===== src/verilog/lsu_cfg_pkg.sv =====
package lsu_cfg_pkg;

  // ======================================================================
  // address side
  // ======================================================================
  // physical address width of the walker
  localparam int PA_W = 40;
  typedef logic [PA_W-1:0] pa_t;

  // ======================================================================
  // data side
  // ======================================================================
  // one doubleword per read and per cache line
  localparam int DW_W = 64;
  typedef logic [DW_W-1:0] dword_t;

  // byte lanes in a doubleword
  localparam int DW_BYTES = DW_W / 8;
  typedef logic [DW_BYTES-1:0] byte_mask_t;

  // byte offset inside a line
  localparam int DW_OFFSET_W = 3;

  // stored tag, full address width
  // offset and index bits kept at zero
  typedef logic [PA_W-1:0] dc_tag_t;

endpackage


===== src/verilog/lsu_ctrl_pkg.sv =====
package lsu_ctrl_pkg;

  // privilege modes, riscv encoding
  typedef logic [1:0] priv_t;
  localparam priv_t PRIV_U = 2'b00;
  localparam priv_t PRIV_S = 2'b01;
  localparam priv_t PRIV_M = 2'b11;

  // walker request fsm
  typedef enum logic [1:0] {
    PTW_IDLE       = 2'b00,
    PTW_REQ_DCACHE = 2'b01,
    PTW_WAIT_DATA  = 2'b10
  } ptw_state_t;

  // dcache stage fsm
  typedef enum logic [2:0] {
    DC_IDLE     = 3'd0,
    DC_LOOKUP   = 3'd1,
    DC_BUS_ADDR = 3'd2,
    DC_BUS_DATA = 3'd3,
    DC_RESPOND  = 3'd4
  } dc_state_t;

  // axi read response codes
  typedef logic [1:0] axi_resp_t;
  localparam axi_resp_t AXI_OKAY   = 2'b00;
  localparam axi_resp_t AXI_SLVERR = 2'b10;

endpackage


===== src/verilog/dc_req_if.sv =====
`timescale 1ns/100ps

// ========================================================================
// walker to dcache stage request
// ========================================================================
interface dc_req_if;
  // request, valid only in the grant cycle
  logic                    req;
  lsu_cfg_pkg::pa_t        addr;
  lsu_cfg_pkg::byte_mask_t bytes_vld;
  lsu_ctrl_pkg::priv_t     priv_mode;
  // response back to the walker
  logic                    resp_vld;
  logic                    resp_err;
  lsu_cfg_pkg::dword_t     resp_data;

  modport mcic (
    output req, addr, bytes_vld, priv_mode,
    input  resp_vld, resp_err, resp_data
  );

  modport dc (
    input  req, addr, bytes_vld, priv_mode,
    output resp_vld, resp_err, resp_data
  );
endinterface



===== src/verilog/lsu_mcic.sv =====
`timescale 1ns/100ps

module lsu_mcic (
  input  logic                 ptw_clk,
  input  logic                 cpurst_b,
  input  logic                 mmu_req,
  input  lsu_cfg_pkg::pa_t     mmu_addr,
  input  logic                 mmu_size,
  input  logic                 mprv,
  input  lsu_ctrl_pkg::priv_t  mpp,
  input  lsu_ctrl_pkg::priv_t  priv_mode,
  input  logic                 icc_idle,
  input  logic                 dc_busy,
  input  logic                 arb_grant,
  output logic                 arb_req,
  output lsu_cfg_pkg::pa_t     rd_addr,
  output logic                 mmu_data_vld,
  output logic                 mmu_bus_err,
  output lsu_cfg_pkg::dword_t  mmu_data,
  dc_req_if.mcic               dc_req
);

  lsu_ctrl_pkg::ptw_state_t ptw_cur_state;
  lsu_ctrl_pkg::ptw_state_t ptw_next_state;
  logic                     ptw_frz;
  logic                     ptw_grant;
  lsu_cfg_pkg::byte_mask_t  mmu_bytes_vld;

  // ======================================================================
  // walker fsm
  // ======================================================================
  always_ff @(posedge ptw_clk or negedge cpurst_b) begin
    if (!cpurst_b)
      ptw_cur_state <= lsu_ctrl_pkg::PTW_IDLE;
    else
      ptw_cur_state <= ptw_next_state;
  end

  always_comb begin
    ptw_next_state = ptw_cur_state;
    case (ptw_cur_state)
      lsu_ctrl_pkg::PTW_IDLE: begin
        // grant may come in the very cycle the request rises
        if (ptw_grant)
          ptw_next_state = lsu_ctrl_pkg::PTW_WAIT_DATA;
        else if (mmu_req)
          ptw_next_state = lsu_ctrl_pkg::PTW_REQ_DCACHE;
      end
      lsu_ctrl_pkg::PTW_REQ_DCACHE: begin
        if (ptw_grant)
          ptw_next_state = lsu_ctrl_pkg::PTW_WAIT_DATA;
      end
      lsu_ctrl_pkg::PTW_WAIT_DATA: begin
        if (dc_req.resp_vld || dc_req.resp_err)
          ptw_next_state = lsu_ctrl_pkg::PTW_IDLE;
      end
      default: ptw_next_state = lsu_ctrl_pkg::PTW_IDLE;
    endcase
  end

  // no new request while one is outstanding
  assign ptw_frz   = (ptw_cur_state == lsu_ctrl_pkg::PTW_WAIT_DATA);
  assign arb_req   = mmu_req && !ptw_frz && !dc_busy && icc_idle;
  // arbiter already excludes refill cycles
  assign ptw_grant = arb_req && arb_grant;
  assign rd_addr   = mmu_addr;

  // ======================================================================
  // byte lanes
  // ======================================================================
  always_comb begin
    case ({mmu_size, mmu_addr[2]})
      2'b00:   mmu_bytes_vld = 8'h0f;
      2'b01:   mmu_bytes_vld = 8'hf0;
      // 64-bit must be doubleword aligned
      2'b10:   mmu_bytes_vld = (mmu_addr[1:0] == 2'b00) ? 8'hff : 8'h00;
      default: mmu_bytes_vld = 8'h00;
    endcase
  end

  // ======================================================================
  // to dcache stage and back to mmu
  // ======================================================================
  assign dc_req.req       = ptw_grant;
  assign dc_req.addr      = mmu_addr;
  assign dc_req.bytes_vld = mmu_bytes_vld;
  // mprv borrows the previous mode
  assign dc_req.priv_mode = mprv ? mpp : priv_mode;

  assign mmu_data_vld = dc_req.resp_vld;
  assign mmu_bus_err  = dc_req.resp_err;
  assign mmu_data     = dc_req.resp_data;

endmodule


===== src/flat_wrapper.sv =====
// flat-port wrapper written by rule: the top's interface ports become plain ports
module lsu_mcic_flat 
  (ptw_clk, cpurst_b, mmu_req, mmu_addr, mmu_size, mprv, mpp, priv_mode, icc_idle, dc_busy, arb_grant, arb_req, rd_addr, mmu_data_vld, mmu_bus_err, mmu_data, dc_req_req, dc_req_addr, dc_req_bytes_vld, dc_req_priv_mode, dc_req_resp_vld, dc_req_resp_err, dc_req_resp_data);
  dc_req_if dc_req_i ();
  input  logic ptw_clk;
  input  logic cpurst_b;
  input  logic mmu_req;
  input  lsu_cfg_pkg::pa_t mmu_addr;
  input  logic mmu_size;
  input  logic mprv;
  input  lsu_ctrl_pkg::priv_t mpp;
  input  lsu_ctrl_pkg::priv_t priv_mode;
  input  logic icc_idle;
  input  logic dc_busy;
  input  logic arb_grant;
  output logic arb_req;
  output lsu_cfg_pkg::pa_t rd_addr;
  output logic mmu_data_vld;
  output logic mmu_bus_err;
  output lsu_cfg_pkg::dword_t mmu_data;
  output wire logic [$bits(dc_req_i.req)-1:0] dc_req_req;
  output wire logic [$bits(dc_req_i.addr)-1:0] dc_req_addr;
  output wire logic [$bits(dc_req_i.bytes_vld)-1:0] dc_req_bytes_vld;
  output wire logic [$bits(dc_req_i.priv_mode)-1:0] dc_req_priv_mode;
  input wire logic [$bits(dc_req_i.resp_vld)-1:0] dc_req_resp_vld;
  input wire logic [$bits(dc_req_i.resp_err)-1:0] dc_req_resp_err;
  input wire logic [$bits(dc_req_i.resp_data)-1:0] dc_req_resp_data;
  assign dc_req_req = dc_req_i.req;
  assign dc_req_addr = dc_req_i.addr;
  assign dc_req_bytes_vld = dc_req_i.bytes_vld;
  assign dc_req_priv_mode = dc_req_i.priv_mode;
  assign dc_req_i.resp_vld = dc_req_resp_vld;
  assign dc_req_i.resp_err = dc_req_resp_err;
  assign dc_req_i.resp_data = dc_req_resp_data;
  lsu_mcic u_core (.ptw_clk(ptw_clk), .cpurst_b(cpurst_b), .mmu_req(mmu_req), .mmu_addr(mmu_addr), .mmu_size(mmu_size), .mprv(mprv), .mpp(mpp), .priv_mode(priv_mode), .icc_idle(icc_idle), .dc_busy(dc_busy), .arb_grant(arb_grant), .arb_req(arb_req), .rd_addr(rd_addr), .mmu_data_vld(mmu_data_vld), .mmu_bus_err(mmu_bus_err), .mmu_data(mmu_data), .dc_req(dc_req_i));
endmodule

===== config.mk =====
export PLATFORM = sky130hd
export DESIGN_NAME = lsu_mcic_flat
export DESIGN_NICKNAME = d
export VERILOG_FILES = /design/src/verilog/lsu_cfg_pkg.sv /design/src/verilog/lsu_ctrl_pkg.sv /design/src/verilog/dc_req_if.sv /design/src/verilog/lsu_mcic.sv /design/src/flat_wrapper.sv
export SDC_FILE = /design/constraint.sdc
export NUM_CORES = 1
export LEC_CHECK = 0
export ABC_CLOCK_PERIOD_IN_PS = 1760
export BUFFER_PORTS_ARGS = -buffer_cell sky130_fd_sc_hd__buf_2
export CORE_AREA = 2 2 106 108
export DETAILED_ROUTE_END_ITERATION = 10
export DIE_AREA = 0 0 108 110
export PLACE_DENSITY_LB_ADDON = 0.12
export SYNTH_ARGS = -nofsm -noshare
export SYNTH_HDL_FRONTEND = slang
export SYNTH_SLANG_ARGS = --single-unit

===== constraint.sdc =====
create_clock -name ptw_clk -period 1.76 [get_ports ptw_clk]
set_input_delay 0.088 -clock ptw_clk [delete_from_list [all_inputs] [get_ports ptw_clk]]
set_output_delay 0.088 -clock ptw_clk [all_outputs]
set_load 0.02 [all_outputs]

Yosys cells after proc, flatten, opt, wreduce, memory -nomap -nowiden. Index checks and enable logic that the tools add are counted.

Reduce and logical (&&, ||, !) cells: 11. Muxes and demuxes: 8. Equal/unequal tests: 7.

Operators with widths (number): $pmux W8 S3 (1); $mux W2 (5); $mux W8 (1); $logic_not A2 Y1 (3); $pmux W2 S3 (1); $eq A2 B1 Y1 const B (2); $eq A2 B2 Y1 const B (2); $logic_and A1 B1 Y1 (4); $ne A2 B2 Y1 const B (2); $ne A3 B3 Y1 const B (1); $reduce_and A3 Y1 (1); $logic_not A1 Y1 (2); $logic_or A1 B1 Y1 (1).

Input port bits: 118. Register bits: 2. Output and inout bits: 158. Word-level logic and storage cells: 27.

Logic depth before layout (Yosys ltp).
Depth after elaboration: 8. Mapped depth: 3. Depth with buffers taken out: 2.

Worst setup path after synthesis. OpenSTA, ideal clock, no wires.

Path kind: in2out. Start point: input port mmu_addr[1]. End point: output port dc_req_bytes_vld[1]. Cell stages on the path: 3. Arrival: 0.859 ns. Buffers on the path: 1. Data required time: 1.672 ns. Path slack: 0.813 ns. Cells stage by stage: o21a_1 -> nor2_1 -> buf_4.

Word-level cells in the longest chain between the ends: 3.

RTL lines: from (decl) (line flat_wrapper.sv:8) `input lsu_cfg_pkg::pa_t mmu_addr;`; $logic_not A2 Y1 (line lsu_mcic.sv:76) `2'b10: mmu_bytes_vld = (mmu_addr[1:0] == 2'b00) ? 8'hff : 8'h00;`; $mux W8 (line lsu_mcic.sv:76); $pmux W8 S3 (line lsu_mcic.sv:72) `case ({mmu_size, mmu_addr[2]})`; to (decl) (line flat_wrapper.sv:23) `output wire logic [$bits(dc_req_i.bytes_vld)-1:0] dc_req_bytes_vld;`.

No other way between the ends.

Final worst setup path.
Start point: register u_core.ptw_cur_state[1]. End point: output port dc_req_req.

Word-level cells in the longest chain between the ends: 6.

RTL lines: from (decl) (line lsu_mcic.sv:23) `lsu_ctrl_pkg::ptw_state_t ptw_cur_state;`; from (signal assigned) (line lsu_mcic.sv:34) `ptw_cur_state <= lsu_ctrl_pkg::PTW_IDLE;`; from (signal assigned) (line lsu_mcic.sv:36) `ptw_cur_state <= ptw_next_state;`; $eq A2 B2 Y1 (line lsu_mcic.sv:62) `assign ptw_frz = (ptw_cur_state == lsu_ctrl_pkg::PTW_WAIT_DATA);`; $logic_not A1 Y1 (line lsu_mcic.sv:63) `assign arb_req = mmu_req && !ptw_frz && !dc_busy && icc_idle;`; $logic_and A1 B1 Y1 (3 in series) (line lsu_mcic.sv:63); $logic_and A1 B1 Y1 (line lsu_mcic.sv:65) `assign ptw_grant = arb_req && arb_grant;`; to (decl) (line flat_wrapper.sv:21) `output wire logic [$bits(dc_req_i.req)-1:0] dc_req_req;`.

No other way between the ends.

==> impl_metrics.json <==
{
  "synth_mux_area_share_pct": 2.57,
  "yosys_warnings": 0,
  "clock-sinks": 2,
  "dp_cells": 193,
  "slew_headroom_pct": 88.7,
  "drt-initial-drc-count": 12,
  "hold_path_class": "input port to flop",
  "port_buffers": 36,
  "synth.avg_cell_area_um2": 7.77,
  "nNetsFinal": 177,
  "finalPower_uw": 335,
  "clk_pin_slew_ps": 30,
  "start_kind": "flop",
  "synthCells": 169,
  "pwr_density_cell_mw_per_mm2": 578,
  "rsz0062_at_grt": "no",
  "crit_path_end_kind": "primary output",
  "grt_pass1_vias": 395,
  "cts_setup_buffers": 0,
  "synth_async_sr_flop_share_pct": 100,
  "drc_errors": 0,
  "synth-seq-cells": 2,
  "synth_cell_types": 13,
  "cts_made_buffers": 3,
  "ctsLongestPathBuffers": 2,
  "critical_path.max_fanout": 3,
  "largest_reg_flops": 2,
  "yosys.area_share.adder_pct": 0,
  "via_per_inst": 2.12,
  "synth_simple_gate_area_share_pct": 4.48,
  "die_w_um": 108,
  "die_area_mm2": 0.0119,
  "drv_cap": 0,
  "slew_violations": 0,
  "p_leak_nw": 0.238,
  "finalSetupViolCount": 0,
  "layout-drive-gt1-share_pct": 77.2,
  "synth_xor_area_share_pct": 0,
  "dp.final_hpwl_um": 1660,
  "wire_per_inst_um": 9.68,
  "synth.most_common_cell": "buf_4",
  "crit_required_ps": 1670,
  "clock-root-buffer": "clkbuf_8",
  "netlist.area_leader.share_pct": 86.9,
  "synth_area_mm2": 0.00131,
  "seq_area_frac_synth_pct": 3.81,
  "antenna_cells": 0,
  "finalNonFillerCells": 197,
  "timing.setup.tns_ps": 0,
  "cts.hold.buffers_added": 1,
  "htree_levels": 1,
  "hold_viol": 0,
  "syn-num-nets": 287,
  "syn_to_final_growth_pct": -55.9,
  "path_class": "flop to primary output",
  "place_congestion": 0.523,
  "ant_nets": 0,
  "grt_remaining_overflow": 0,
  "vias": 418,
  "finalWirelength_um": 1910,
  "arrival_ps": 1050,
  "period_minus_slack_ps": 1140,
  "synth_edf_count": 0,
  "reg.largest.list": "u_core.ptw_cur_state: 2 flops",
  "fin_ws_ps": 619,
  "regMostFlops": "u_core.ptw_cur_state",
  "synth_compound_area_share_pct": 2.00,
  "synth-main-ff-cell": "dfrtp_1",
  "yosysTopAreaCell": "buf_4",
  "grt_pass1_wl_um": 2170,
  "pre_cts_ws_ps": 831,
  "post-route-period-util_pct": 64.8,
  "io_pins": 276,
  "clock_skew_ps": 0.178,
  "start_util_pct": 12.3,
  "irDropWorstVdd_mv": 0.168,
  "synth_top_cells_by_count": "buf_4, mux2_2, nor2_1",
  "core_area_mm2": 0.0107,
  "worst_pin_slew_ps": 170,
  "grt_use_total_pct": 2.51,
  "clk-insertion-delay-late_ps": 210,
  "grt_antenna_before_repair": 0,
  "post_cts_resize_count": 0,
  "synth_top_family_by_area": "buffers and inverters",
  "status": "finished clean",
  "grt_max_degree": 6,
  "cts_tree": "yes",
  "holdWs_ps": 149,
  "dr.pass1.iters": 2,
  "clock.fmax_mhz": 876,
  "rows": 38,
  "synthTopCellsByArea": "buf_4, dfrtp_1, mux2_2, nor2b_4, nor3b_2",
  "die_height_um": 110
}
-- power breakdown --
group	total (mW)	switching (mW)	internal, mW	leakage (nW)
clock network	0.177	0.0324	0.144	0.0216
registers	0.0522	0.00278	0.0494	0.0238
logic	0.106	0.0625	0.0434	0.192
total	0.335	0.0976	0.237	0.238
-- cell usage in the layout (no fill, tap or decap) --
| master | instances |
|---|---|
| dlygate4sd3_1 | 1 |
| o2bb2ai_1 | 1 |
| o211a_1 | 1 |
| dfrtp_1 | 2 |
| nor3b_2 | 1 |
| nor2_1 | 3 |
| buf_2 | 36 |
| o21a_1 | 1 |
| inv_1 | 1 |
| nor3_1 | 1 |
| clkbuf_8 | 3 |
| mux2_2 | 3 |
| nand3b_1 | 1 |
| nor2b_4 | 1 |
| nand4b_1 | 1 |
-- metal layers --
| layer | global-route usage [%] | part of all wire (%) | vias to the layer above |
|---|---|---|---|
| met5 | 0 | 0 | - |
| met4 | 4.49 | 14 | 0 |
| met3 | 3.17 | 29 | 35 |
| met2 | 3.10 | 40 | 79 |
| met1 | 1.09 | 18 | 161 |
| li1 | - | - | 143 |
-- cell type report --
type | instances | area [um^2]
Multi-Input combinational cell | 14 | 119
Sequential cell | 2 | 50.0
Fill cell | 1282 | 10100
Inverter | 1 | 3.75
Timing Repair Buffer | 37 | 190
Clock buffer | 3 | 41.3
Tap cell | 140 | 175
-- path summary, 6_finish.rpt --
path                       cells past startpoint  slack (ps)                       to                     from
max                                            3         620               dc_req_req  u_core.ptw_cur_state[1]
min                                            2         150  u_core.ptw_cur_state[0]                  mmu_req
max reg2reg                                    2         990  u_core.ptw_cur_state[1]  u_core.ptw_cur_state[1]
min reg2reg                                    1         470  u_core.ptw_cur_state[1]  u_core.ptw_cur_state[1]
max in group asynchronous                      2        1460  u_core.ptw_cur_state[1]                 cpurst_b
min in group asynchronous                      2         200  u_core.ptw_cur_state[0]                 cpurst_b
-- per-stage QoR --
stage / utilization (%) / area [um^2]
2_1_floorplan: - / 1310
3_3_place_gp: 4.94 / 528
3_5_place_dp: 4.94 / 528
4_1_cts: 5.42 / 579
5_1_grt: 5.42 / 579
6_report: 5.42 / 579
-- cell families after synthesis --
| family | count (synthesis) |
|---|---|
| buffers and inverters | 153 |
| AND/OR/NAND/NOR | 8 |
| AO/OA/AOI/OAI | 3 |
| multiplexers | 3 |
| flip-flops | 2 |
-- critical path, cell delays in order (launching register included) --
cell	delay (ps)
dfrtp_1	380
nor2b_4	140
nor3b_2	150
buf_2	180
Power figures use the tool's default switching activity.
