--- src/verilog/lsu_cfg_pkg.sv ---
package lsu_cfg_pkg;

  // ======================================================================
  // address side
  // ======================================================================
  // physical address width of the walker
  localparam int PA_W = 40;
  typedef logic [PA_W-1:0] pa_t;

  // ======================================================================
  // data side
  // ======================================================================
  // one doubleword per read and per cache line
  localparam int DW_W = 64;
  typedef logic [DW_W-1:0] dword_t;

  // byte lanes in a doubleword
  localparam int DW_BYTES = DW_W / 8;
  typedef logic [DW_BYTES-1:0] byte_mask_t;

  // byte offset inside a line
  localparam int DW_OFFSET_W = 3;

  // stored tag, full address width
  // offset and index bits kept at zero
  typedef logic [PA_W-1:0] dc_tag_t;

endpackage

--- src/verilog/lsu_ctrl_pkg.sv ---
package lsu_ctrl_pkg;

  // privilege modes, riscv encoding
  typedef logic [1:0] priv_t;
  localparam priv_t PRIV_U = 2'b00;
  localparam priv_t PRIV_S = 2'b01;
  localparam priv_t PRIV_M = 2'b11;

  // walker request fsm
  typedef enum logic [1:0] {
    PTW_IDLE       = 2'b00,
    PTW_REQ_DCACHE = 2'b01,
    PTW_WAIT_DATA  = 2'b10
  } ptw_state_t;

  // dcache stage fsm
  typedef enum logic [2:0] {
    DC_IDLE     = 3'd0,
    DC_LOOKUP   = 3'd1,
    DC_BUS_ADDR = 3'd2,
    DC_BUS_DATA = 3'd3,
    DC_RESPOND  = 3'd4
  } dc_state_t;

  // axi read response codes
  typedef logic [1:0] axi_resp_t;
  localparam axi_resp_t AXI_OKAY   = 2'b00;
  localparam axi_resp_t AXI_SLVERR = 2'b10;

endpackage

--- src/verilog/dc_req_if.sv ---
`timescale 1ns/100ps

// ========================================================================
// walker to dcache stage request
// ========================================================================
interface dc_req_if;
  // request, valid only in the grant cycle
  logic                    req;
  lsu_cfg_pkg::pa_t        addr;
  lsu_cfg_pkg::byte_mask_t bytes_vld;
  lsu_ctrl_pkg::priv_t     priv_mode;
  // response back to the walker
  logic                    resp_vld;
  logic                    resp_err;
  lsu_cfg_pkg::dword_t     resp_data;

  modport mcic (
    output req, addr, bytes_vld, priv_mode,
    input  resp_vld, resp_err, resp_data
  );

  modport dc (
    input  req, addr, bytes_vld, priv_mode,
    output resp_vld, resp_err, resp_data
  );
endinterface

// ========================================================================
// dcache array port
// ========================================================================
interface array_if #(
  parameter int DC_SETS = 64
);
  localparam int IDX_W = $clog2(DC_SETS);

  // read side, from the arbiter
  logic                    rd_en;
  logic [IDX_W-1:0]        rd_idx;
  // refill side, from the arbiter
  logic                    wr_en;
  logic [IDX_W-1:0]        wr_idx;
  lsu_cfg_pkg::dc_tag_t    wr_tag;
  lsu_cfg_pkg::dword_t     wr_data;
  // registered read result
  logic                    rd_vld;
  lsu_cfg_pkg::dc_tag_t    rd_tag;
  lsu_cfg_pkg::dword_t     rd_data;

  modport arb (
    output rd_en, rd_idx, wr_en, wr_idx, wr_tag, wr_data
  );

  modport array (
    input  rd_en, rd_idx, wr_en, wr_idx, wr_tag, wr_data,
    output rd_vld, rd_tag, rd_data
  );

  // dcache stage only sees the read result
  modport dc (
    input  rd_vld, rd_tag, rd_data
  );
endinterface

--- src/verilog/lsu_dcache_dc.sv ---
`timescale 1ns/100ps

module lsu_dcache_dc #(
  parameter int DC_SETS = 64
) (
  input  logic                    ptw_clk,
  input  logic                    cpurst_b,
  input  lsu_cfg_pkg::pa_t        lookup_addr,
  input  logic                    arready,
  input  logic                    rvalid,
  input  lsu_cfg_pkg::dword_t     rdata,
  input  lsu_ctrl_pkg::axi_resp_t rresp,
  output logic                    dc_busy,
  output logic                    refill_vld,
  output lsu_cfg_pkg::pa_t        refill_addr,
  output lsu_cfg_pkg::dword_t     refill_data,
  output logic                    arvalid,
  output lsu_cfg_pkg::pa_t        araddr,
  output logic [2:0]              arprot,
  output logic                    rready,
  dc_req_if.dc                    dc_req,
  array_if.dc                     arr
);

  localparam int IDX_W   = $clog2(DC_SETS);
  localparam int TAG_LSB = lsu_cfg_pkg::DW_OFFSET_W + IDX_W;
  localparam int PA_W    = lsu_cfg_pkg::PA_W;

  lsu_ctrl_pkg::dc_state_t dc_cur_state;
  lsu_ctrl_pkg::dc_state_t dc_next_state;
  // captured request
  lsu_cfg_pkg::pa_t        req_addr;
  lsu_cfg_pkg::byte_mask_t req_bytes_vld;
  lsu_ctrl_pkg::priv_t     req_priv;
  // captured bus response
  lsu_cfg_pkg::dword_t     bus_data;
  logic                    bus_err;
  // lookup
  lsu_cfg_pkg::dc_tag_t    lookup_tag;
  logic                    dc_hit;
  lsu_cfg_pkg::dword_t     resp_src;
  lsu_cfg_pkg::dword_t     lane_mask;

  // ======================================================================
  // dcache stage fsm
  // ======================================================================
  always_ff @(posedge ptw_clk or negedge cpurst_b) begin
    if (!cpurst_b)
      dc_cur_state <= lsu_ctrl_pkg::DC_IDLE;
    else
      dc_cur_state <= dc_next_state;
  end

  always_comb begin
    dc_next_state = dc_cur_state;
    case (dc_cur_state)
      lsu_ctrl_pkg::DC_IDLE:
        if (dc_req.req)
          dc_next_state = lsu_ctrl_pkg::DC_LOOKUP;
      // hit answers here, miss goes to the bus
      lsu_ctrl_pkg::DC_LOOKUP:
        dc_next_state = dc_hit ? lsu_ctrl_pkg::DC_IDLE : lsu_ctrl_pkg::DC_BUS_ADDR;
      lsu_ctrl_pkg::DC_BUS_ADDR:
        if (arready)
          dc_next_state = lsu_ctrl_pkg::DC_BUS_DATA;
      lsu_ctrl_pkg::DC_BUS_DATA:
        if (rvalid)
          dc_next_state = lsu_ctrl_pkg::DC_RESPOND;
      lsu_ctrl_pkg::DC_RESPOND:
        dc_next_state = lsu_ctrl_pkg::DC_IDLE;
      default: dc_next_state = lsu_ctrl_pkg::DC_IDLE;
    endcase
  end

  assign dc_busy = (dc_cur_state != lsu_ctrl_pkg::DC_IDLE);

  // request fields, only taken when idle
  always_ff @(posedge ptw_clk) begin
    if (dc_req.req && (dc_cur_state == lsu_ctrl_pkg::DC_IDLE)) begin
      req_addr      <= dc_req.addr;
      req_bytes_vld <= dc_req.bytes_vld;
      req_priv      <= dc_req.priv_mode;
    end
    // r handshake
    if (rready && rvalid) begin
      bus_data <= rdata;
      bus_err  <= (rresp != lsu_ctrl_pkg::AXI_OKAY);
    end
  end

  // ======================================================================
  // tag compare
  // ======================================================================
  assign lookup_tag = {lookup_addr[PA_W-1:TAG_LSB], {TAG_LSB{1'b0}}};
  assign dc_hit     = arr.rd_vld && (arr.rd_tag == lookup_tag);

  // ======================================================================
  // axi4-lite read
  // ======================================================================
  assign arvalid = (dc_cur_state == lsu_ctrl_pkg::DC_BUS_ADDR);
  // doubleword aligned
  assign araddr  = {req_addr[PA_W-1:lsu_cfg_pkg::DW_OFFSET_W],
                    {lsu_cfg_pkg::DW_OFFSET_W{1'b0}}};
  // bit 0 privileged, data, secure
  assign arprot  = {2'b00, (req_priv != lsu_ctrl_pkg::PRIV_U)};
  assign rready  = (dc_cur_state == lsu_ctrl_pkg::DC_BUS_DATA);

  // ======================================================================
  // response and refill
  // ======================================================================
  // expand byte lanes to bit mask
  always_comb begin
    for (int i = 0; i < lsu_cfg_pkg::DW_BYTES; i++) begin
      lane_mask[i*8 +: 8] = {8{req_bytes_vld[i]}};
    end
  end

  assign resp_src = (dc_cur_state == lsu_ctrl_pkg::DC_RESPOND) ? bus_data : arr.rd_data;

  assign dc_req.resp_vld  = ((dc_cur_state == lsu_ctrl_pkg::DC_LOOKUP) && dc_hit) ||
                            ((dc_cur_state == lsu_ctrl_pkg::DC_RESPOND) && !bus_err);
  assign dc_req.resp_err  = (dc_cur_state == lsu_ctrl_pkg::DC_RESPOND) && bus_err;
  assign dc_req.resp_data = resp_src & lane_mask;

  // whole line back into the array, okay only
  assign refill_vld  = (dc_cur_state == lsu_ctrl_pkg::DC_RESPOND) && !bus_err;
  assign refill_addr = req_addr;
  assign refill_data = bus_data;

endmodule

--- src/flat_wrapper.sv ---
// flat-port wrapper written by rule: the top's interface ports become plain ports
module lsu_dcache_dc_flat 
#(
  parameter int DC_SETS = 64
)
  (ptw_clk, cpurst_b, lookup_addr, arready, rvalid, rdata, rresp, dc_busy, refill_vld, refill_addr, refill_data, arvalid, araddr, arprot, rready, dc_req_req, dc_req_addr, dc_req_bytes_vld, dc_req_priv_mode, dc_req_resp_vld, dc_req_resp_err, dc_req_resp_data, arr_rd_vld, arr_rd_tag, arr_rd_data);
  dc_req_if dc_req_i ();
  array_if #(.DC_SETS(DC_SETS)) arr_i ();
  input  logic ptw_clk;
  input  logic cpurst_b;
  input  lsu_cfg_pkg::pa_t lookup_addr;
  input  logic arready;
  input  logic rvalid;
  input  lsu_cfg_pkg::dword_t rdata;
  input  lsu_ctrl_pkg::axi_resp_t rresp;
  output logic dc_busy;
  output logic refill_vld;
  output lsu_cfg_pkg::pa_t refill_addr;
  output lsu_cfg_pkg::dword_t refill_data;
  output logic arvalid;
  output lsu_cfg_pkg::pa_t araddr;
  output logic [2:0] arprot;
  output logic rready;
  input wire logic [$bits(dc_req_i.req)-1:0] dc_req_req;
  input wire logic [$bits(dc_req_i.addr)-1:0] dc_req_addr;
  input wire logic [$bits(dc_req_i.bytes_vld)-1:0] dc_req_bytes_vld;
  input wire logic [$bits(dc_req_i.priv_mode)-1:0] dc_req_priv_mode;
  output wire logic [$bits(dc_req_i.resp_vld)-1:0] dc_req_resp_vld;
  output wire logic [$bits(dc_req_i.resp_err)-1:0] dc_req_resp_err;
  output wire logic [$bits(dc_req_i.resp_data)-1:0] dc_req_resp_data;
  input wire logic [$bits(arr_i.rd_vld)-1:0] arr_rd_vld;
  input wire logic [$bits(arr_i.rd_tag)-1:0] arr_rd_tag;
  input wire logic [$bits(arr_i.rd_data)-1:0] arr_rd_data;
  assign dc_req_i.req = dc_req_req;
  assign dc_req_i.addr = dc_req_addr;
  assign dc_req_i.bytes_vld = dc_req_bytes_vld;
  assign dc_req_i.priv_mode = dc_req_priv_mode;
  assign dc_req_resp_vld = dc_req_i.resp_vld;
  assign dc_req_resp_err = dc_req_i.resp_err;
  assign dc_req_resp_data = dc_req_i.resp_data;
  assign arr_i.rd_vld = arr_rd_vld;
  assign arr_i.rd_tag = arr_rd_tag;
  assign arr_i.rd_data = arr_rd_data;
  lsu_dcache_dc #(.DC_SETS(DC_SETS)) u_core (.ptw_clk(ptw_clk), .cpurst_b(cpurst_b), .lookup_addr(lookup_addr), .arready(arready), .rvalid(rvalid), .rdata(rdata), .rresp(rresp), .dc_busy(dc_busy), .refill_vld(refill_vld), .refill_addr(refill_addr), .refill_data(refill_data), .arvalid(arvalid), .araddr(araddr), .arprot(arprot), .rready(rready), .dc_req(dc_req_i), .arr(arr_i));
endmodule
--- config.mk ---
export PLATFORM = sky130hd
export DESIGN_NAME = lsu_dcache_dc_flat
export DESIGN_NICKNAME = d
export VERILOG_FILES = /design/src/verilog/lsu_cfg_pkg.sv /design/src/verilog/lsu_ctrl_pkg.sv /design/src/verilog/dc_req_if.sv /design/src/verilog/lsu_dcache_dc.sv /design/src/flat_wrapper.sv
export SDC_FILE = /design/constraint.sdc
export NUM_CORES = 1
export LEC_CHECK = 0
export BUFFER_PORTS_ARGS = -buffer_cell sky130_fd_sc_hd__buf_2
export CAP_MARGIN = 20
export CORE_AREA = 2 2 189 191
export DETAILED_ROUTE_END_ITERATION = 6
export DIE_AREA = 0 0 191 193
export PLACE_DENSITY_LB_ADDON = 0.25
export RECOVER_POWER = 100
export SETUP_SLACK_MARGIN = 0.4
export SYNTH_ARGS = -nofsm -noshare
export SYNTH_HDL_FRONTEND = slang
export SYNTH_SLANG_ARGS = --single-unit
--- constraint.sdc ---
create_clock -name ptw_clk -period 4.35 [get_ports ptw_clk]
set_clock_uncertainty 0.05 [all_clocks]
set_input_delay 0.2175 -clock ptw_clk [delete_from_list [all_inputs] [get_ports ptw_clk]]
set_output_delay 0.2175 -clock ptw_clk [all_outputs]
set_load 0.02 [all_outputs]
=== Word-level counts from Yosys, hierarchy flattened ===
Index checks and enable logic that the tools add are counted.
W data, S select, Z words.

* Flip-flop bits (word level): 118

* Eq/ne operators: 8
* Multiplexer cells: 6
* Reduce and logical (&&, ||, !) cells: 13
* Bitwise logic cells: 1

{| class="wikitable"
|+ Operator list
! kind !! count
|-
| $and A64 B64 Y64 || 1
|-
| $mux W64 || 1
|-
| $eq A40 B40 Y1 || 1
|-
| $pmux W3 S4 || 1
|-
| $mux W3 || 3
|-
| $eq A3 B2 Y1 const B || 2
|-
| $logic_and A1 B1 Y1 || 6
|-
| $ne A2 B2 Y1 const B || 3
|-
| $reduce_bool A2 Y1 || 2
|-
| $eq A3 B1 Y1 const B || 1
|-
| $eq A3 B3 Y1 const B || 1
|-
| $logic_not A3 Y1 || 1
|-
| $reduce_and A3 Y1 || 1
|-
| $reduce_bool A3 Y1 || 1
|-
| $mux W2 || 1
|-
| $logic_not A1 Y1 || 1
|-
| $logic_or A1 B1 Y1 || 1
|}

=== Logic depth before layout (Yosys ltp) ===
* Depth after elaboration: 4
* Mapped depth: 7
* Gate-level depth less buffers: 5

=== Worst setup path after synthesis ===
No wires, ideal clock.

* Path type: reg2reg
* From: reg u_core.dc_cur_state[2]
* To: reg u_core.req_addr[0] (netlist: u_core.refill_addr[0]) (enable)
* Required time: 3.842 ns
* Arrival time: 3.092 ns
* Path buffers: 1
* Stages on the path, launching flop included: 4
* Slack: 0.750 ns
* Setup time: 0.458 ns
* Cell sequence: dfrtp_1 > clkbuf_1 > or3_1 > nor2_1

* Word-level cells in the longest chain between the ends: 2

{| class="wikitable"
|+ Ends and longest elaborated chain
! what !! line !! text
|-
| from (decl) || lsu_dcache_dc.sv:29 || <nowiki>lsu_ctrl_pkg::dc_state_t dc_cur_state;</nowiki>
|-
| from (signal assigned) || lsu_dcache_dc.sv:49 || <nowiki>dc_cur_state <= lsu_ctrl_pkg::DC_IDLE;</nowiki>
|-
| from (signal assigned) || lsu_dcache_dc.sv:51 || <nowiki>dc_cur_state <= dc_next_state;</nowiki>
|-
| $logic_not A3 Y1 || lsu_dcache_dc.sv:79 || <nowiki>if (dc_req.req && (dc_cur_state == lsu_ctrl_pkg::DC_IDLE)) begin</nowiki>
|-
| $logic_and A1 B1 Y1 || lsu_dcache_dc.sv:79 ||
|-
| to (signal assigned) || lsu_dcache_dc.sv:80 || <nowiki>req_addr <= dc_req.addr;</nowiki>
|-
| to (decl) || lsu_dcache_dc.sv:32 || <nowiki>lsu_cfg_pkg::pa_t req_addr;</nowiki>
|}

No other way between the ends.
A chain may end at the register's enable or synchronous reset.

=== Final worst setup path ===
* From: reg u_core.dc_cur_state[1]
* To: out dc_req_resp_data[42]

* Word-level cells in the longest chain between the ends: 3

{| class="wikitable"
|+ Ends and longest elaborated chain
! what !! line !! text
|-
| $eq A3 B3 Y1 || lsu_dcache_dc.sv:118 || <nowiki>assign resp_src = (dc_cur_state == lsu_ctrl_pkg::DC_RESPOND) ? bus_data : arr.rd_data;</nowiki>
|-
| $mux W64 || lsu_dcache_dc.sv:118 ||
|-
| $and A64 B64 Y64 || lsu_dcache_dc.sv:123 || <nowiki>assign dc_req.resp_data = resp_src & lane_mask;</nowiki>
|-
| to (decl) || flat_wrapper.sv:30 || <nowiki>output wire logic [$bits(dc_req_i.resp_data)-1:0] dc_req_resp_data;</nowiki>
|}

No other way between the ends.

==> run metrics <==
pre-CTS setup slack=1.76 ns; share of layout cells above drive strength 1=28.4%; fin. max-slew vios=87; drt first-iter violations=228; CTS sink cnt=118; Sw Ratio=34.7%; FMAX=0.298 GHz; CP max stage delay=0.84 ns; Die Y=193 um; CTS tree=done; CP cell instances=nor2_1 -> nand2_1 -> buf_4 -> nand2_1 -> a21boi_0 -> clkbuf_1; Layout area overhead=75.2%; number of cells on the critical path=6; vias in the first global route=5358; via count=5395; Synth Area in Compound Gates=9.37%; CTS Buf Count=17; Leak=3.77 nW; DP Wirelength=16700 um; Post-Route WL=22100 um; clock tree buffer depth=2; Starting Density=15.4%; GRT busiest layer=met2; Synth Register Bits=118; top-count cell post-synth=nand2_1; GR Util met2=20.0%; number of synthesized flops with an enable pin=115; area share of the largest cell type after synthesis=64.0%; final cycle utilization of the critical path=77.2%; DR WL/cell=15.1 um; Residual DRC=0; full die area=36900 um^2; Die X=191 um; post-synthesis mux area share=0.186%; worst-path maximum fanout=42; async set-or-reset flop fraction in the synthesized netlist=2.54%; synth cell count leaders=131 x nand2_1, 115 x edfxtp_1, 42 x buf_4; Main synth FF type=edfxtp_1; max cap viols=2; number of I/O port buffers=468; Simple-Gate Fraction of Synth Area=12.6%; Final Setup Violations=0; WP data arrival=3.09 ns; largest net degree at the start of global routing=66; post-synthesis sequential area ratio=65.4%; Synth Warn #=0; R2R cell count=3; setup ws final=0.993 ns; postcts setup bufs=0; CP top delay family=simple AND/OR/NAND/NOR gates; Gate Count Post-Synth=438; Pint=2.76 mW; RSZ-0062 raised after global routing=false; failing checks=capacitance limit, slew limit; worst min path class=primary input to flip-flop; Seq pwr share=38.7%; Fillers=3862; CTS resizes=0; Req. time, crit path=4.08 ns; area share of xor/xnor cells in the synthesized design=5.03%; crit path kind=flip-flop to output port; Yosys cell types=28; syn_area_per_cell=12.3 um^2; H-tree Lvls=4; worst slew pin tran=1.99 ns; synthesized-area fraction occupied by adder cells=0%; CP max stage cell=nand2_1; Power Density=447 nW/um^2; Clock transition at path regs=0.06 ns; I/O pin count=483; startpoint types=flip-flop; main combinational cell family by area after synthesis=simple AND/OR/NAND/NOR gates; num rows=69; met3 Use GR=4.02%; GRT Total Usage=11.4%; leading area contributor after synthesis=edfxtp_1; most used cell, CP=nand2_1; Post-Syn Area=5400 um^2; clock power share=33.7%; clk_lat worst skew=0.42 ns; Final Hold Viols=0; Worst Path Buf+Inv=2; Final Power=4.22 mW; Final ANT Viol Nets=0; CORE AREA=35000 um^2; initial antenna violation count=1; VDD IR max=0.233 mV; routing usage on met1=13.1%; global-route wire length before repair=30800 um; GRT overflow=0; Psw=1.47 mW; main area contributors after synthesis=edfxtp_1 64%, nand2_1 9.1%, buf_4 5.8%, a21boi_1 5.0%, xor2_1 4.7%; minimum clock period=3.36 ns; Slew HR=-33.0%; Root Buffer=clkbuf_16; status=finished, violations left; DRT Pass-1 Iters=4; GPL Wtd Cong=0.843; CP Capture Type=output port; setup TNS=0 ns; Post-layout nets=1259; part of the power in combinational logic=27.6%; Vias/cell=3.68; hold path depth=2
==> placed cells by master, fill, tap and decap left out, drive strengths merged <==
| cell | netlist | final |
|---|---|---|
| a21boi | 64 | 64 |
| and2 | 3 | 3 |
| and3 | 2 | 2 |
| buf | 52 | 250 |
| bufinv | 0 | 3 |
| clkbuf | 6 | 241 |
| clkinv | 0 | 4 |
| clkinvlp | 0 | 5 |
| conb | 1 | 5 |
| dfrtp | 3 | 3 |
| diode | 0 | 1 |
| dlygate4sd3 | 0 | 117 |
| edfxtp | 115 | 115 |
| inv | 2 | 3 |
| mux2i | 1 | 1 |
| nand2 | 131 | 131 |
| nand3 | 3 | 3 |
| nand4 | 1 | 1 |
| nor2 | 5 | 5 |
| nor3b | 2 | 2 |
| nor4 | 9 | 9 |
| nor4b | 1 | 1 |
| o22a | 1 | 1 |
| o32ai | 1 | 1 |
| or2 | 2 | 2 |
| or3 | 1 | 1 |
| or4 | 1 | 1 |
| xnor2 | 2 | 2 |
| xor2 | 29 | 29 |
==> area by class of cell <==
class                      count  area, um^2  share of cell area [%]
antenna                        1        2.50                  0.0265
tap                          461         577                    6.10
inverter                       2        7.51                  0.0794
timing repair buffer         590        3270                    34.6
clock inverter                13         156                    1.65
clock buffer                  18         429                    4.54
multi-input combinational    264        1480                    15.7
sequential                   118        3530                    37.3
==> worst paths after layout <==
kind                                   startpoint                      to  slack [ns]
max                        u_core.dc_cur_state[1]    dc_req_resp_data[42]        0.99
min                                      rresp[0]          u_core.bus_err        0.07
max reg2reg                u_core.dc_cur_state[1]  u_core.refill_addr[10]        1.02
min reg2reg                u_core.dc_cur_state[2]  u_core.dc_cur_state[0]        0.55
max in group asynchronous                cpurst_b  u_core.dc_cur_state[0]        3.98
min in group asynchronous                cpurst_b  u_core.dc_cur_state[1]        0.10
==> stage by stage <==
step | utilization, % | std cells | hold WS, ns | instance area (um^2)
after global placement | 22.9 | 1318 | -0.0334 | 7990
after floorplan | - | 442 | -0.128 | 5410
after global routing | 27.0 | 1467 | 0.0332 | 9450
after detailed placement | 22.9 | 1318 | -0.0305 | 7990
after CTS | 27.9 | 1466 | 0.0261 | 9750
final | 27.0 | 1467 | 0.0699 | 9450
==> power groups by stage <==
stage / logic (mW) / clock network, mW / registers (mW)
final: 1.17 / 1.42 / 1.63
after global routing: 1.27 / 1.53 / 1.66
after CTS: 1.27 / 1.49 / 1.63
after detailed placement: 1.18 / 0 / 1.64
after global placement: 1.19 / 0 / 1.65
after floorplan: 0.575 / 0 / 1.78
==> logic make-up after synthesis <==
logic type	count (synthesis)
simple gates	161
other cells	1
compound gates	66
buf+inv	60
xor+xnor	31
mux	1
flops	118
==> registers in the layout, indices dropped and copies added (netlist names) <==
signal / flops
u_core.refill_data: 64
u_core.refill_addr: 40
u_core.req_bytes_vld: 8
u_core.dc_cur_state: 3
u_core.req_priv: 2
u_core.bus_err: 1
==> routing by layer <==
metal / up-vias / part of all wire, %
li1: 2594 / -
met1: 2524 / 40
met2: 256 / 51
met3: 21 / 7.9
met4: 0 / 1.4
met5: - / 0
==> worst register-to-register path, stage by stage (launching register included) <==
cell     delay (ns)
dfrtp_1        0.47
or3_1          0.42
nor2_1         1.47
buf_4          0.57
==> timing repair <==
item | 4_1_cts | 5_1_grt
hold endpoints to repair | 120 | 0
hold buffers | 117 | 0
setup endpoints to repair | 0 | 0
(Power assumes the default switching activity.)
