[config.mk]
export PLATFORM = sky130hd
export DESIGN_NAME = lsu_dcache_arb_flat
export DESIGN_NICKNAME = d
export VERILOG_FILES = /design/src/verilog/lsu_cfg_pkg.sv /design/src/verilog/dc_req_if.sv /design/src/verilog/lsu_dcache_arb.sv /design/src/flat_wrapper.sv
export SDC_FILE = /design/constraint.sdc
export NUM_CORES = 1
export LEC_CHECK = 0
export BUFFER_PORTS_ARGS = -buffer_cell sky130_fd_sc_hd__buf_2
export CAP_MARGIN = 15
export CORE_AREA = 2 2 118 120
export DETAILED_ROUTE_END_ITERATION = 10
export DIE_AREA = 0 0 120 122
export GPL_TIMING_DRIVEN = 1
export SYNTH_ARGS = -nofsm -noshare
export SYNTH_HDL_FRONTEND = slang
export SYNTH_SLANG_ARGS = --single-unit
[constraint.sdc]
create_clock -name ptw_clk -period 2 [get_ports ptw_clk]
set_input_delay 0.2 -clock ptw_clk [delete_from_list [all_inputs] [get_ports ptw_clk]]
set_output_delay 0.2 -clock ptw_clk [all_outputs]
set_load 0.005 [all_outputs]
[src/verilog/lsu_cfg_pkg.sv]
package lsu_cfg_pkg;

  // ======================================================================
  // address side
  // ======================================================================
  // physical address width of the walker
  localparam int PA_W = 40;
  typedef logic [PA_W-1:0] pa_t;

  // ======================================================================
  // data side
  // ======================================================================
  // one doubleword per read and per cache line
  localparam int DW_W = 64;
  typedef logic [DW_W-1:0] dword_t;

  // byte lanes in a doubleword
  localparam int DW_BYTES = DW_W / 8;
  typedef logic [DW_BYTES-1:0] byte_mask_t;

  // byte offset inside a line
  localparam int DW_OFFSET_W = 3;

  // stored tag, full address width
  // offset and index bits kept at zero
  typedef logic [PA_W-1:0] dc_tag_t;

endpackage

[src/verilog/dc_req_if.sv]


// ========================================================================
// dcache array port
// ========================================================================
interface array_if #(
  parameter int DC_SETS = 64
);
  localparam int IDX_W = $clog2(DC_SETS);

  // read side, from the arbiter
  logic                    rd_en;
  logic [IDX_W-1:0]        rd_idx;
  // refill side, from the arbiter
  logic                    wr_en;
  logic [IDX_W-1:0]        wr_idx;
  lsu_cfg_pkg::dc_tag_t    wr_tag;
  lsu_cfg_pkg::dword_t     wr_data;
  // registered read result
  logic                    rd_vld;
  lsu_cfg_pkg::dc_tag_t    rd_tag;
  lsu_cfg_pkg::dword_t     rd_data;

  modport arb (
    output rd_en, rd_idx, wr_en, wr_idx, wr_tag, wr_data
  );

  modport array (
    input  rd_en, rd_idx, wr_en, wr_idx, wr_tag, wr_data,
    output rd_vld, rd_tag, rd_data
  );

  // dcache stage only sees the read result
  modport dc (
    input  rd_vld, rd_tag, rd_data
  );
endinterface

[src/verilog/lsu_dcache_arb.sv]
`timescale 1ns/100ps

module lsu_dcache_arb #(
  parameter int DC_SETS = 64
) (
  input  logic                 ptw_clk,
  input  logic                 cpurst_b,
  input  logic                 arb_req,
  input  lsu_cfg_pkg::pa_t     rd_addr,
  input  logic                 refill_vld,
  input  lsu_cfg_pkg::pa_t     refill_addr,
  input  lsu_cfg_pkg::dword_t  refill_data,
  output logic                 arb_grant,
  output lsu_cfg_pkg::pa_t     lookup_addr,
  array_if.arb                 arr
);

  localparam int IDX_W   = $clog2(DC_SETS);
  localparam int TAG_LSB = lsu_cfg_pkg::DW_OFFSET_W + IDX_W;
  localparam int PA_W    = lsu_cfg_pkg::PA_W;

  // fixed priority, refill first
  assign arb_grant = arb_req && !refill_vld;

  // walker lookup
  assign arr.rd_en  = arb_grant;
  assign arr.rd_idx = rd_addr[TAG_LSB-1:lsu_cfg_pkg::DW_OFFSET_W];

  // refill write, tag with low bits zeroed
  assign arr.wr_en   = refill_vld;
  assign arr.wr_idx  = refill_addr[TAG_LSB-1:lsu_cfg_pkg::DW_OFFSET_W];
  assign arr.wr_tag  = {refill_addr[PA_W-1:TAG_LSB], {TAG_LSB{1'b0}}};
  assign arr.wr_data = refill_data;

  // address of the read in flight
  // lines up with the registered array output
  always_ff @(posedge ptw_clk or negedge cpurst_b) begin
    if (!cpurst_b)
      lookup_addr <= '0;
    else if (arb_grant)
      lookup_addr <= rd_addr;
  end

endmodule

[src/flat_wrapper.sv]
// flat-port wrapper written by rule: the top's interface ports become plain ports
module lsu_dcache_arb_flat 
#(
  parameter int DC_SETS = 64
)
  (ptw_clk, cpurst_b, arb_req, rd_addr, refill_vld, refill_addr, refill_data, arb_grant, lookup_addr, arr_rd_en, arr_rd_idx, arr_wr_en, arr_wr_idx, arr_wr_tag, arr_wr_data);
  array_if #(.DC_SETS(DC_SETS)) arr_i ();
  input  logic ptw_clk;
  input  logic cpurst_b;
  input  logic arb_req;
  input  lsu_cfg_pkg::pa_t rd_addr;
  input  logic refill_vld;
  input  lsu_cfg_pkg::pa_t refill_addr;
  input  lsu_cfg_pkg::dword_t refill_data;
  output logic arb_grant;
  output lsu_cfg_pkg::pa_t lookup_addr;
  output wire logic [$bits(arr_i.rd_en)-1:0] arr_rd_en;
  output wire logic [$bits(arr_i.rd_idx)-1:0] arr_rd_idx;
  output wire logic [$bits(arr_i.wr_en)-1:0] arr_wr_en;
  output wire logic [$bits(arr_i.wr_idx)-1:0] arr_wr_idx;
  output wire logic [$bits(arr_i.wr_tag)-1:0] arr_wr_tag;
  output wire logic [$bits(arr_i.wr_data)-1:0] arr_wr_data;
  assign arr_rd_en = arr_i.rd_en;
  assign arr_rd_idx = arr_i.rd_idx;
  assign arr_wr_en = arr_i.wr_en;
  assign arr_wr_idx = arr_i.wr_idx;
  assign arr_wr_tag = arr_i.wr_tag;
  assign arr_wr_data = arr_i.wr_data;
  lsu_dcache_arb #(.DC_SETS(DC_SETS)) u_core (.ptw_clk(ptw_clk), .cpurst_b(cpurst_b), .arb_req(arb_req), .rd_addr(rd_addr), .refill_vld(refill_vld), .refill_addr(refill_addr), .refill_data(refill_data), .arb_grant(arb_grant), .lookup_addr(lookup_addr), .arr(arr_i));
endmodule
# Yosys cells after proc, flatten, opt, wreduce, memory -nomap -nowiden
# Index checks and enable logic that the tools add are counted.
[word_totals]
reg_bits = 40
out_inout_bits = 159
elab_cells = 3
[op_classes]
reduce_logical = 2
[op_table]
columns = ["operator", "n"]
rows = [
  ["logical AND 1 bit", 1],
  ["logical NOT 1 bit", 1],
]

# Logic depth before layout (Yosys ltp)
# Gate-level depths: netlist of run 1.
[depth]
ltp_word = 2
mapped_depth = 4
mapped_depth_nobuf = 2

# Worst setup path before layout of run 1
# OpenSTA, ideal clock, no wires.
[synth_timing]
path_type = "input-to-reg"
start = "input arb_req"
end = "register u_core.lookup_addr[27]"
setup_ns = 0.125
arrival_time_ns = 0.887
required_time_ns = 1.875
slack_ns = 0.988
path_stages = 4
cell_sequence = "nor2b_4 buf_6 buf_12 mux2_4"
[synth_via]
elab_chain_len = 1
[synth_rtl]
columns = ["element", "line", "text"]
rows = [
  ["from (decl)", "flat_wrapper.sv:10", "input logic arb_req;"],
  ["logical AND 1 bit", "lsu_dcache_arb.sv:23", "assign arb_grant = arb_req && !refill_vld;"],
  ["named net arb_grant", "flat_wrapper.sv:15", "output logic arb_grant;"],
  ["to (signal assigned)", "lsu_dcache_arb.sv:41", "lookup_addr <= rd_addr;"],
  ["to (decl)", "lsu_dcache_arb.sv:14", "output lsu_cfg_pkg::pa_t lookup_addr,"],
]
# The timed path passes the listed nets, and every way through them passes these cells.
# A chain may end at the register's enable or synchronous reset.

# Worst setup path after layout of run 1
[layout_timing]
start = "input refill_vld"
end = "output arb_grant"
[layout_via]
elab_chain_len = 2
[layout_rtl]
columns = ["element", "line", "text"]
rows = [
  ["from (decl)", "flat_wrapper.sv:12", "input logic refill_vld;"],
  ["logical NOT 1 bit", "lsu_dcache_arb.sv:23", ""],
  ["logical AND 1 bit", "lsu_dcache_arb.sv:23", ""],
  ["to (decl)", "flat_wrapper.sv:15", ""],
]
# No other way between the ends.

==> results of run 1 <==
==> cell usage after synthesis, drive strengths merged <==
cell type	number
mux2	40
conb	1
dfrtp	40
buf	123
nor2b	1
==> worst paths after layout <==
path / slack [ps] / cells past startpoint / end
max in group asynchronous: 990 / 3 / u_core.lookup_addr[33]$_DFFE_PN0P_
setup / recovery: 850 / 4 / arb_grant
hold reg to reg: 500 / 1 / u_core.lookup_addr[36]$_DFFE_PN0P_
setup reg to reg: 1230 / 1 / u_core.lookup_addr[14]$_DFFE_PN0P_
hold / removal: 140 / 2 / u_core.lookup_addr[38]$_DFFE_PN0P_
min in group asynchronous: 450 / 2 / u_core.lookup_addr[4]$_DFFE_PN0P_
==> layer usage <==
metal  track usage, %  up-vias  share of wire [%]
li1                 -      498                  -
met1             6.34      559                 35
met2             9.91      100                 46
met3             4.07       45                 13
met4             6.03        0                6.6
met5                0        -                  0
==> cell usage in the layout, fill, tap and decap left out <==
master / n
sky130_fd_sc_hd__buf_2: 92
sky130_fd_sc_hd__dfrtp_1: 40
sky130_fd_sc_hd__mux2_4: 39
sky130_fd_sc_hd__conb_1: 9
sky130_fd_sc_hd__clkbuf_16: 5
sky130_fd_sc_hd__clkbuf_1: 2
sky130_fd_sc_hd__buf_4: 2
sky130_fd_sc_hd__nor2b_4: 1
sky130_fd_sc_hd__mux2_2: 1
sky130_fd_sc_hd__clkbuf_8: 1
sky130_fd_sc_hd__dlygate4sd3_1: 1
sky130_fd_sc_hd__buf_12: 1
==> per-stage QoR <==
stage	hold WS (ps)	power, mW	cell area, sq um	cells
floorplan	-95.6	1.43	2620	213
global placement	236	1.44	2370	365
detailed placement	240	1.45	2370	365
CTS	122	2.31	2520	374
global route	124	2.39	2520	374
finish	142	2.23	2520	374
==> cell type report <==
cell class	instances	area share (%)
Multi-Input combinational cell	50	25.5
Tap cell	180	8.93
Sequential cell	40	39.7
Timing Repair Buffer	96	20.0
Clock buffer	8	5.80
==> worst max-delay path, delay by kind of cell <==
kind | cells | cell delay [ps]
buffers and inverters | 3 | 610
AND/OR/NAND/NOR | 1 | 120
==> cells by family (layout without fill, tap and decap cells) <==
kind of cell	count (synthesis)	in the layout	synth area share, %
buf+inv	123	104	37.7
flops	40	40	38.6
mux	40	40	23.0
other cells	1	9	0.145
simple gates	1	1	0.531
==> power by group <==
part / switching (mW) / total [mW] / internal [mW]
Combinational: 0.153 / 0.440 / 0.287
Clock: 0.305 / 0.803 / 0.497
Sequential: 0.0617 / 0.992 / 0.930
Total: 0.519 / 2.23 / 1.71
==> flow_metrics.py, run 1 <==
metrics = {
    "run_status": {
        "status": "complete, no violations",
    },
    "cells_and_area": {
        "seqCellArea_sq_um": 1000,
        "multiInputGateArea_sq_um": 644,
        "final_layout_size_suffix_gt1_share_pct": 73.2,
        "registers.top_by_ff_count": "u_core.lookup_addr",
        "layout_top_registers": "u_core.lookup_addr (40)",
        "final_net_count": 341,
        "fillers": 1472,
        "final_core_utilization_pct": 18.7,
        "n_antenna_cell": 0,
        "layout_stage_area_growth_over_the_synthesis_result_pct": -2.70,
        "largest_register_ffs": 40,
    },
    "die": {
        "die_height_microns": 122,
        "ios": 307,
        "core_outline_area_sq_um": 13500,
        "initial_utilization_pct": 19.2,
        "rows": 43,
        "die_area_sq_um": 14600,
        "die_w_microns": 120,
    },
    "setup_path": {
        "critical_path.slowest_cell": "sky130_fd_sc_hd__buf_12",
        "cp_common_cell": "sky130_fd_sc_hd__buf_2",
        "setup.worst_path.start_class": "input pin",
        "arrival_time_of_the_worst_setup_path_ps": 950,
        "setup.worst_path.class": "in2out",
        "end_kind": "primary output",
        "worstPathMaxFanout": 42,
        "critical_path.cell_chain": "buf_2 > nor2b_4 > buf_12 > buf_2",
        "critical_path.startpoint": "refill_vld",
        "required_ps": 1800,
        "critPathMaxStageDelay_ps": 310,
        "r2r-start": "u_core.lookup_addr[14]$_DFFE_PN0P_",
    },
    "detailed_routing": {
        "route.vias.total": 1202,
        "drt-wirelength-per-cell_microns": 13.0,
        "drt-initial-drc-count": 13,
        "drtPass1Iterations": 3,
        "drt-vias-per-instance": 3.21,
        "totalWireLength_microns": 4880,
        "remaining_drc_errors": 0,
        "final_antenna_net_count": 0,
    },
    "global_routing": {
        "antenna_found_initial": 0,
        "grt_start_max_net_pins": 43,
        "grt_pass1_vias": 1257,
        "gr-usage-all-layers_pct": 6.63,
        "grt_overflow": 0,
        "grt_pass1_wl_microns": 7130,
    },
    "clock_network": {
        "clock_sink_count": 40,
        "ctsResizeCount": 0,
        "clkSlewWorstSetupHoldPaths_ps": 60,
        "cts_htree_levels": 2,
        "ctsHoldBuffers": 1,
        "postCtsSetupBuffers": 0,
        "cts_tree": "built",
        "numCtsBuffers": 5,
        "cts-root-buf": "sky130_fd_sc_hd__clkbuf_16",
        "clock_insertion_delay_worst_skew_ps": 280,
        "clock_tree.buffer_depth": 2,
    },
    "place": {
        "hpwlAfterDp_microns": 3570,
        "io_buffers": 92,
        "gp_routability_congestion": 0.593,
        "preCtsSetupSlack_ps": 726,
    },
    "power_and_ir_drop": {
        "vdd_ir_drop_max_v": 0.000258,
        "total_power_per_unit_cell_area_nw_per_um2": 886,
        "power_leakage_nw": 1.26,
    },
    "sta": {
        "fmax_mhz": 868,
        "tightest_slew_ps": 558,
        "fin_crit_sh_pct": 57.6,
        "setup-violations-final": 0,
        "final.setup.tns_ps": 0,
        "worst_clock_skew_ps": 0,
        "max_slew_margin_pct": 62.8,
        "final_critical_path_setup_slack_ps": 848,
        "report.final.slew_viol_count": 0,
        "period_minus_slack_ps": 1150,
        "grt_setup_unrepaired": "false",
        "hold_viol": 0,
    },
    "yosys": {
        "count_of_cell_types_in_the_netlist": 8,
        "ys_top_cells_by_area": "sky130_fd_sc_hd__dfrtp_1 39%, sky130_fd_sc_hd__buf_4 34%, sky130_fd_sc_hd__mux2_4 23%",
        "netlist.area_leader.share_pct": 38.6,
        "synth_largest_area_cell": "sky130_fd_sc_hd__dfrtp_1",
        "synth_sequential_area_ratio_pct": 38.6,
        "yosysWarnings": 0,
        "postSynthCellCount": 205,
        "postSynthAreaPerCell_sq_um": 12.6,
        "mappedNetlistArea_sq_um": 2590,
        "synth_seq_cells": 40,
    },
    "hold_path": {
        "worst_hold_path_type": "in2reg",
        "hold_start": "rd_addr[38]",
    },
    "flow_run": {
        "maxCapViolCount": 0,
    },
}
Note: power is estimated with default switching activity, not from simulation.
==> run 2: changes to the inputs <==
--- a/config.mk
+++ b/config.mk
@@ -5,11 +5,12 @@
 export SDC_FILE = /design/constraint.sdc
 export NUM_CORES = 1
 export LEC_CHECK = 0
+export ABC_AREA = 1
 export BUFFER_PORTS_ARGS = -buffer_cell sky130_fd_sc_hd__buf_2
 export CAP_MARGIN = 15
-export CORE_AREA = 2 2 118 120
+export CORE_AREA = 2 2 117 119
 export DETAILED_ROUTE_END_ITERATION = 10
-export DIE_AREA = 0 0 120 122
+export DIE_AREA = 0 0 119 121
 export GPL_TIMING_DRIVEN = 1
 export SYNTH_ARGS = -nofsm -noshare
 export SYNTH_HDL_FRONTEND = slang
==> constraint.sdc (replaced) <==
create_clock -name ptw_clk -period 0.99 [get_ports ptw_clk]
set_input_delay 0.099 -clock ptw_clk [delete_from_list [all_inputs] [get_ports ptw_clk]]
set_output_delay 0.099 -clock ptw_clk [all_outputs]
set_load 0.005 [all_outputs]
==> run 2 against run 1 <==
Hold slack worse by 100 ps. Count of clock-buffer cells in the layout decreased by 2. Register-to-register slack got worse by 880 ps. Utilization up 0.41 points. Non-clock buffer count is 2 higher. Design area down 0.99%. Die area shrank 1.6%. Cell count rose by 21%. Area after synthesis shrank 0.58%. Clock skew unchanged. Routed wire length increased by 11%. Critical endpoint is now lookup_addr[29]. Largest cell class unchanged.
==> flow_metrics.py, run 2 <==
metrics = {
    "run_status": {
        "status": "complete, no violations",
    },
    "yosys": {
        "postSynthAreaPerCell_sq_um": 8.74,
        "synth_top_cells_by_count": "121 x sky130_fd_sc_hd__buf_4, 68 x sky130_fd_sc_hd__nand2_1, 40 x sky130_fd_sc_hd__dfrtp_1, 40 x sky130_fd_sc_hd__nand3_1, 12 x sky130_fd_sc_hd__nand2_2",
        "synth_largest_area_cell": "sky130_fd_sc_hd__dfrtp_1",
        "netlist.area_leader.share_pct": 38.8,
        "synth_edf_count": 0,
        "yosysWarnings": 0,
        "mappedNetlistArea_sq_um": 2580,
        "synth.most_common_cell": "sky130_fd_sc_hd__buf_4",
        "synth_sequential_area_ratio_pct": 38.8,
        "ys_top_cells_by_area": "sky130_fd_sc_hd__dfrtp_1 39%, sky130_fd_sc_hd__buf_4 35%, sky130_fd_sc_hd__nand2_1 9.9%",
        "post_synth_top_flop": "sky130_fd_sc_hd__dfrtp_1",
        "count_of_cell_types_in_the_netlist": 12,
        "postSynthCellCount": 295,
        "synth_seq_cells": 40,
        "ys_async_rst_share_pct": 100,
    },
    "flow_run": {
        "maxCapViolCount": 0,
    },
    "setup_path": {
        "arrival_time_of_the_worst_setup_path_ps": 820,
        "end_kind": "primary output",
        "worstPathMaxFanout": 2,
        "cp_top_family": "flip-flops",
        "setup.worst_path.start_class": "flop",
        "critPathMaxStageDelay_ps": 400,
        "number_of_buffer_and_inverter_instances_along_the_worst_setup_path": 1,
        "required_ps": 890,
        "critical_path.cell_chain": "buf_2",
        "setup.worst_path.class": "reg2out",
        "critical_path.slowest_cell": "sky130_fd_sc_hd__dfrtp_1",
    },
    "sta": {
        "fin_crit_sh_pct": 93.0,
        "grt_setup_unrepaired": "false",
        "period_minus_slack_ps": 920,
        "hold_viol": 0,
        "setup-violations-final": 0,
        "final.setup.tns_ps": 0,
        "worst_clock_skew_ps": 0,
        "tightest_hold_margin_ps": 39.7,
        "report.final.slew_viol_count": 0,
        "fmax_mhz": 1090,
    },
    "detailed_routing": {
        "drt-wirelength-per-cell_microns": 11.9,
        "totalWireLength_microns": 5410,
        "final_antenna_net_count": 0,
        "drt-initial-drc-count": 71,
        "route.vias.total": 1686,
        "remaining_drc_errors": 0,
        "drtPass1Iterations": 6,
        "drt-vias-per-instance": 3.71,
    },
    "die": {
        "die_w_microns": 119,
        "initial_utilization_pct": 19.7,
        "rows": 42,
        "die_height_microns": 121,
        "ios": 307,
        "die_area_sq_um": 14400,
        "core_outline_area_sq_um": 13100,
    },
    "global_routing": {
        "grt_overflow": 0,
        "antenna_found_initial": 0,
        "grt_start_max_net_pins": 42,
        "grt_pass1_wl_microns": 8400,
        "grt_pass1_vias": 1648,
        "gr-usage-all-layers_pct": 7.59,
    },
    "cells_and_area": {
        "largest_register_ffs": 40,
        "most_common_cell_after_layout_fill_and_taps_aside": "sky130_fd_sc_hd__buf_2",
        "n_antenna_cell": 0,
        "layout_top_registers": "u_core.lookup_addr (40)",
        "final_net_count": 425,
        "registers.top_by_ff_count": "u_core.lookup_addr",
        "layout_stage_area_growth_over_the_synthesis_result_pct": -3.11,
        "final_layout_size_suffix_gt1_share_pct": 42.8,
        "layout.cells.most_common_list": "92 x sky130_fd_sc_hd__buf_2, 68 x sky130_fd_sc_hd__nand2_1, 40 x sky130_fd_sc_hd__nand3_1, 40 x sky130_fd_sc_hd__dfrtp_1, 12 x sky130_fd_sc_hd__nand2_2",
    },
    "power_and_ir_drop": {
        "pwr-share-comb_pct": 16.7,
        "total_net_switching_power_mw": 1.14,
        "power_leakage_nw": 1.38,
        "vdd_ir_drop_max_v": 0.000468,
        "design_power_total_mw": 4.31,
        "total_power_per_unit_cell_area_nw_per_um2": 1720,
        "net_switching_fraction_of_the_power_pct": 26.4,
        "internal_power_mw": 3.17,
        "pwr-share-seq_pct": 45.4,
        "clkPwrFrac_pct": 37.9,
    },
    "clock_network": {
        "clkSlewWorstSetupHoldPaths_ps": 60,
        "cts_htree_levels": 2,
        "clock_tree.buffer_depth": 2,
        "clock_sink_count": 40,
        "ctsResizeCount": 0,
        "cts-root-buf": "sky130_fd_sc_hd__clkbuf_16",
        "cts_tree": "built",
        "numCtsBuffers": 5,
        "clock_insertion_delay_worst_skew_ps": 280,
    },
    "place": {
        "hpwlAfterDp_microns": 4040,
        "io_buffers": 92,
        "gp_routability_congestion": 0.628,
    },
    "hold_path": {
        "worst_hold_path_type": "in2reg",
    },
}
run 2: power by group through the flow:
| stage | logic (mW) | registers [mW] | clock network (mW) |
|---|---|---|---|
| floorplan | 0.689 | 2.00 | 0 |
| global placement | 0.723 | 1.97 | 0 |
| detailed placement | 0.736 | 1.99 | 0 |
| CTS | 0.740 | 1.96 | 1.76 |
| global route | 0.824 | 1.98 | 1.82 |
| finish | 0.718 | 1.96 | 1.63 |
run 2: cells by family (layout without fill, tap and decap cells):
kind of cell	after synthesis	count (layout)	synth area share, %
buffers and inverters	133	108	39.7
and+or+nand+nor	121	121	21.4
DFF	40	40	38.8
other	1	9	0.145
run 2: layout make-up:
| class | count | area, sq um |
|---|---|---|
| clock buffer | 6 | 139 |
| multi-input combinational | 130 | 584 |
| timing repair buffer | 98 | 533 |
| sequential | 40 | 1000 |
| fill | 1476 | 10600 |
| clock inverter | 2 | 10.0 |
| inverter | 2 | 10.0 |
| tap | 176 | 220 |
run 2: path summary, 6_finish.rpt:
path	from	end	slack [ps]	cells past startpoint
setup / recovery	u_core.lookup_addr[29]$_DFFE_PN0P_	lookup_addr[29]	70	1
max in group asynchronous	cpurst_b	u_core.lookup_addr[21]$_DFFE_PN0P_	460	3
hold reg to reg	u_core.lookup_addr[17]$_DFFE_PN0P_	u_core.lookup_addr[17]$_DFFE_PN0P_	460	2
setup reg to reg	u_core.lookup_addr[14]$_DFFE_PN0P_	u_core.lookup_addr[14]$_DFFE_PN0P_	350	2
min in group asynchronous	cpurst_b	u_core.lookup_addr[33]$_DFFE_PN0P_	320	3
hold / removal	rd_addr[15]	u_core.lookup_addr[15]$_DFFE_PN0P_	40	3
run 2: through the flow:
stage	cell area, sq um	std cells	setup WS, ps	util (%)
global route	2500	454	10.0	19.1
finish	2500	454	69.8	19.1
floorplan	2610	303	269	-
CTS	2500	454	42.4	19.1
detailed placement	2340	445	67.2	17.9
global placement	2340	445	87.9	17.9
run 2: what timing repair did:
action                    CTS  global route
hold buffers                1             0
setup buffers               0             0
hold endpoints to repair   40             0
run 2: layer usage:
| metal | up-vias | GRT usage, % | wire length [microns] |
|---|---|---|---|
| met5 | - | 0 | 0 |
| met4 | 0 | 6.85 | 344 |
| met3 | 56 | 2.91 | 494 |
| met2 | 106 | 11.6 | 2500 |
| met1 | 772 | 8.13 | 2060 |
| li1 | 752 | - | - |
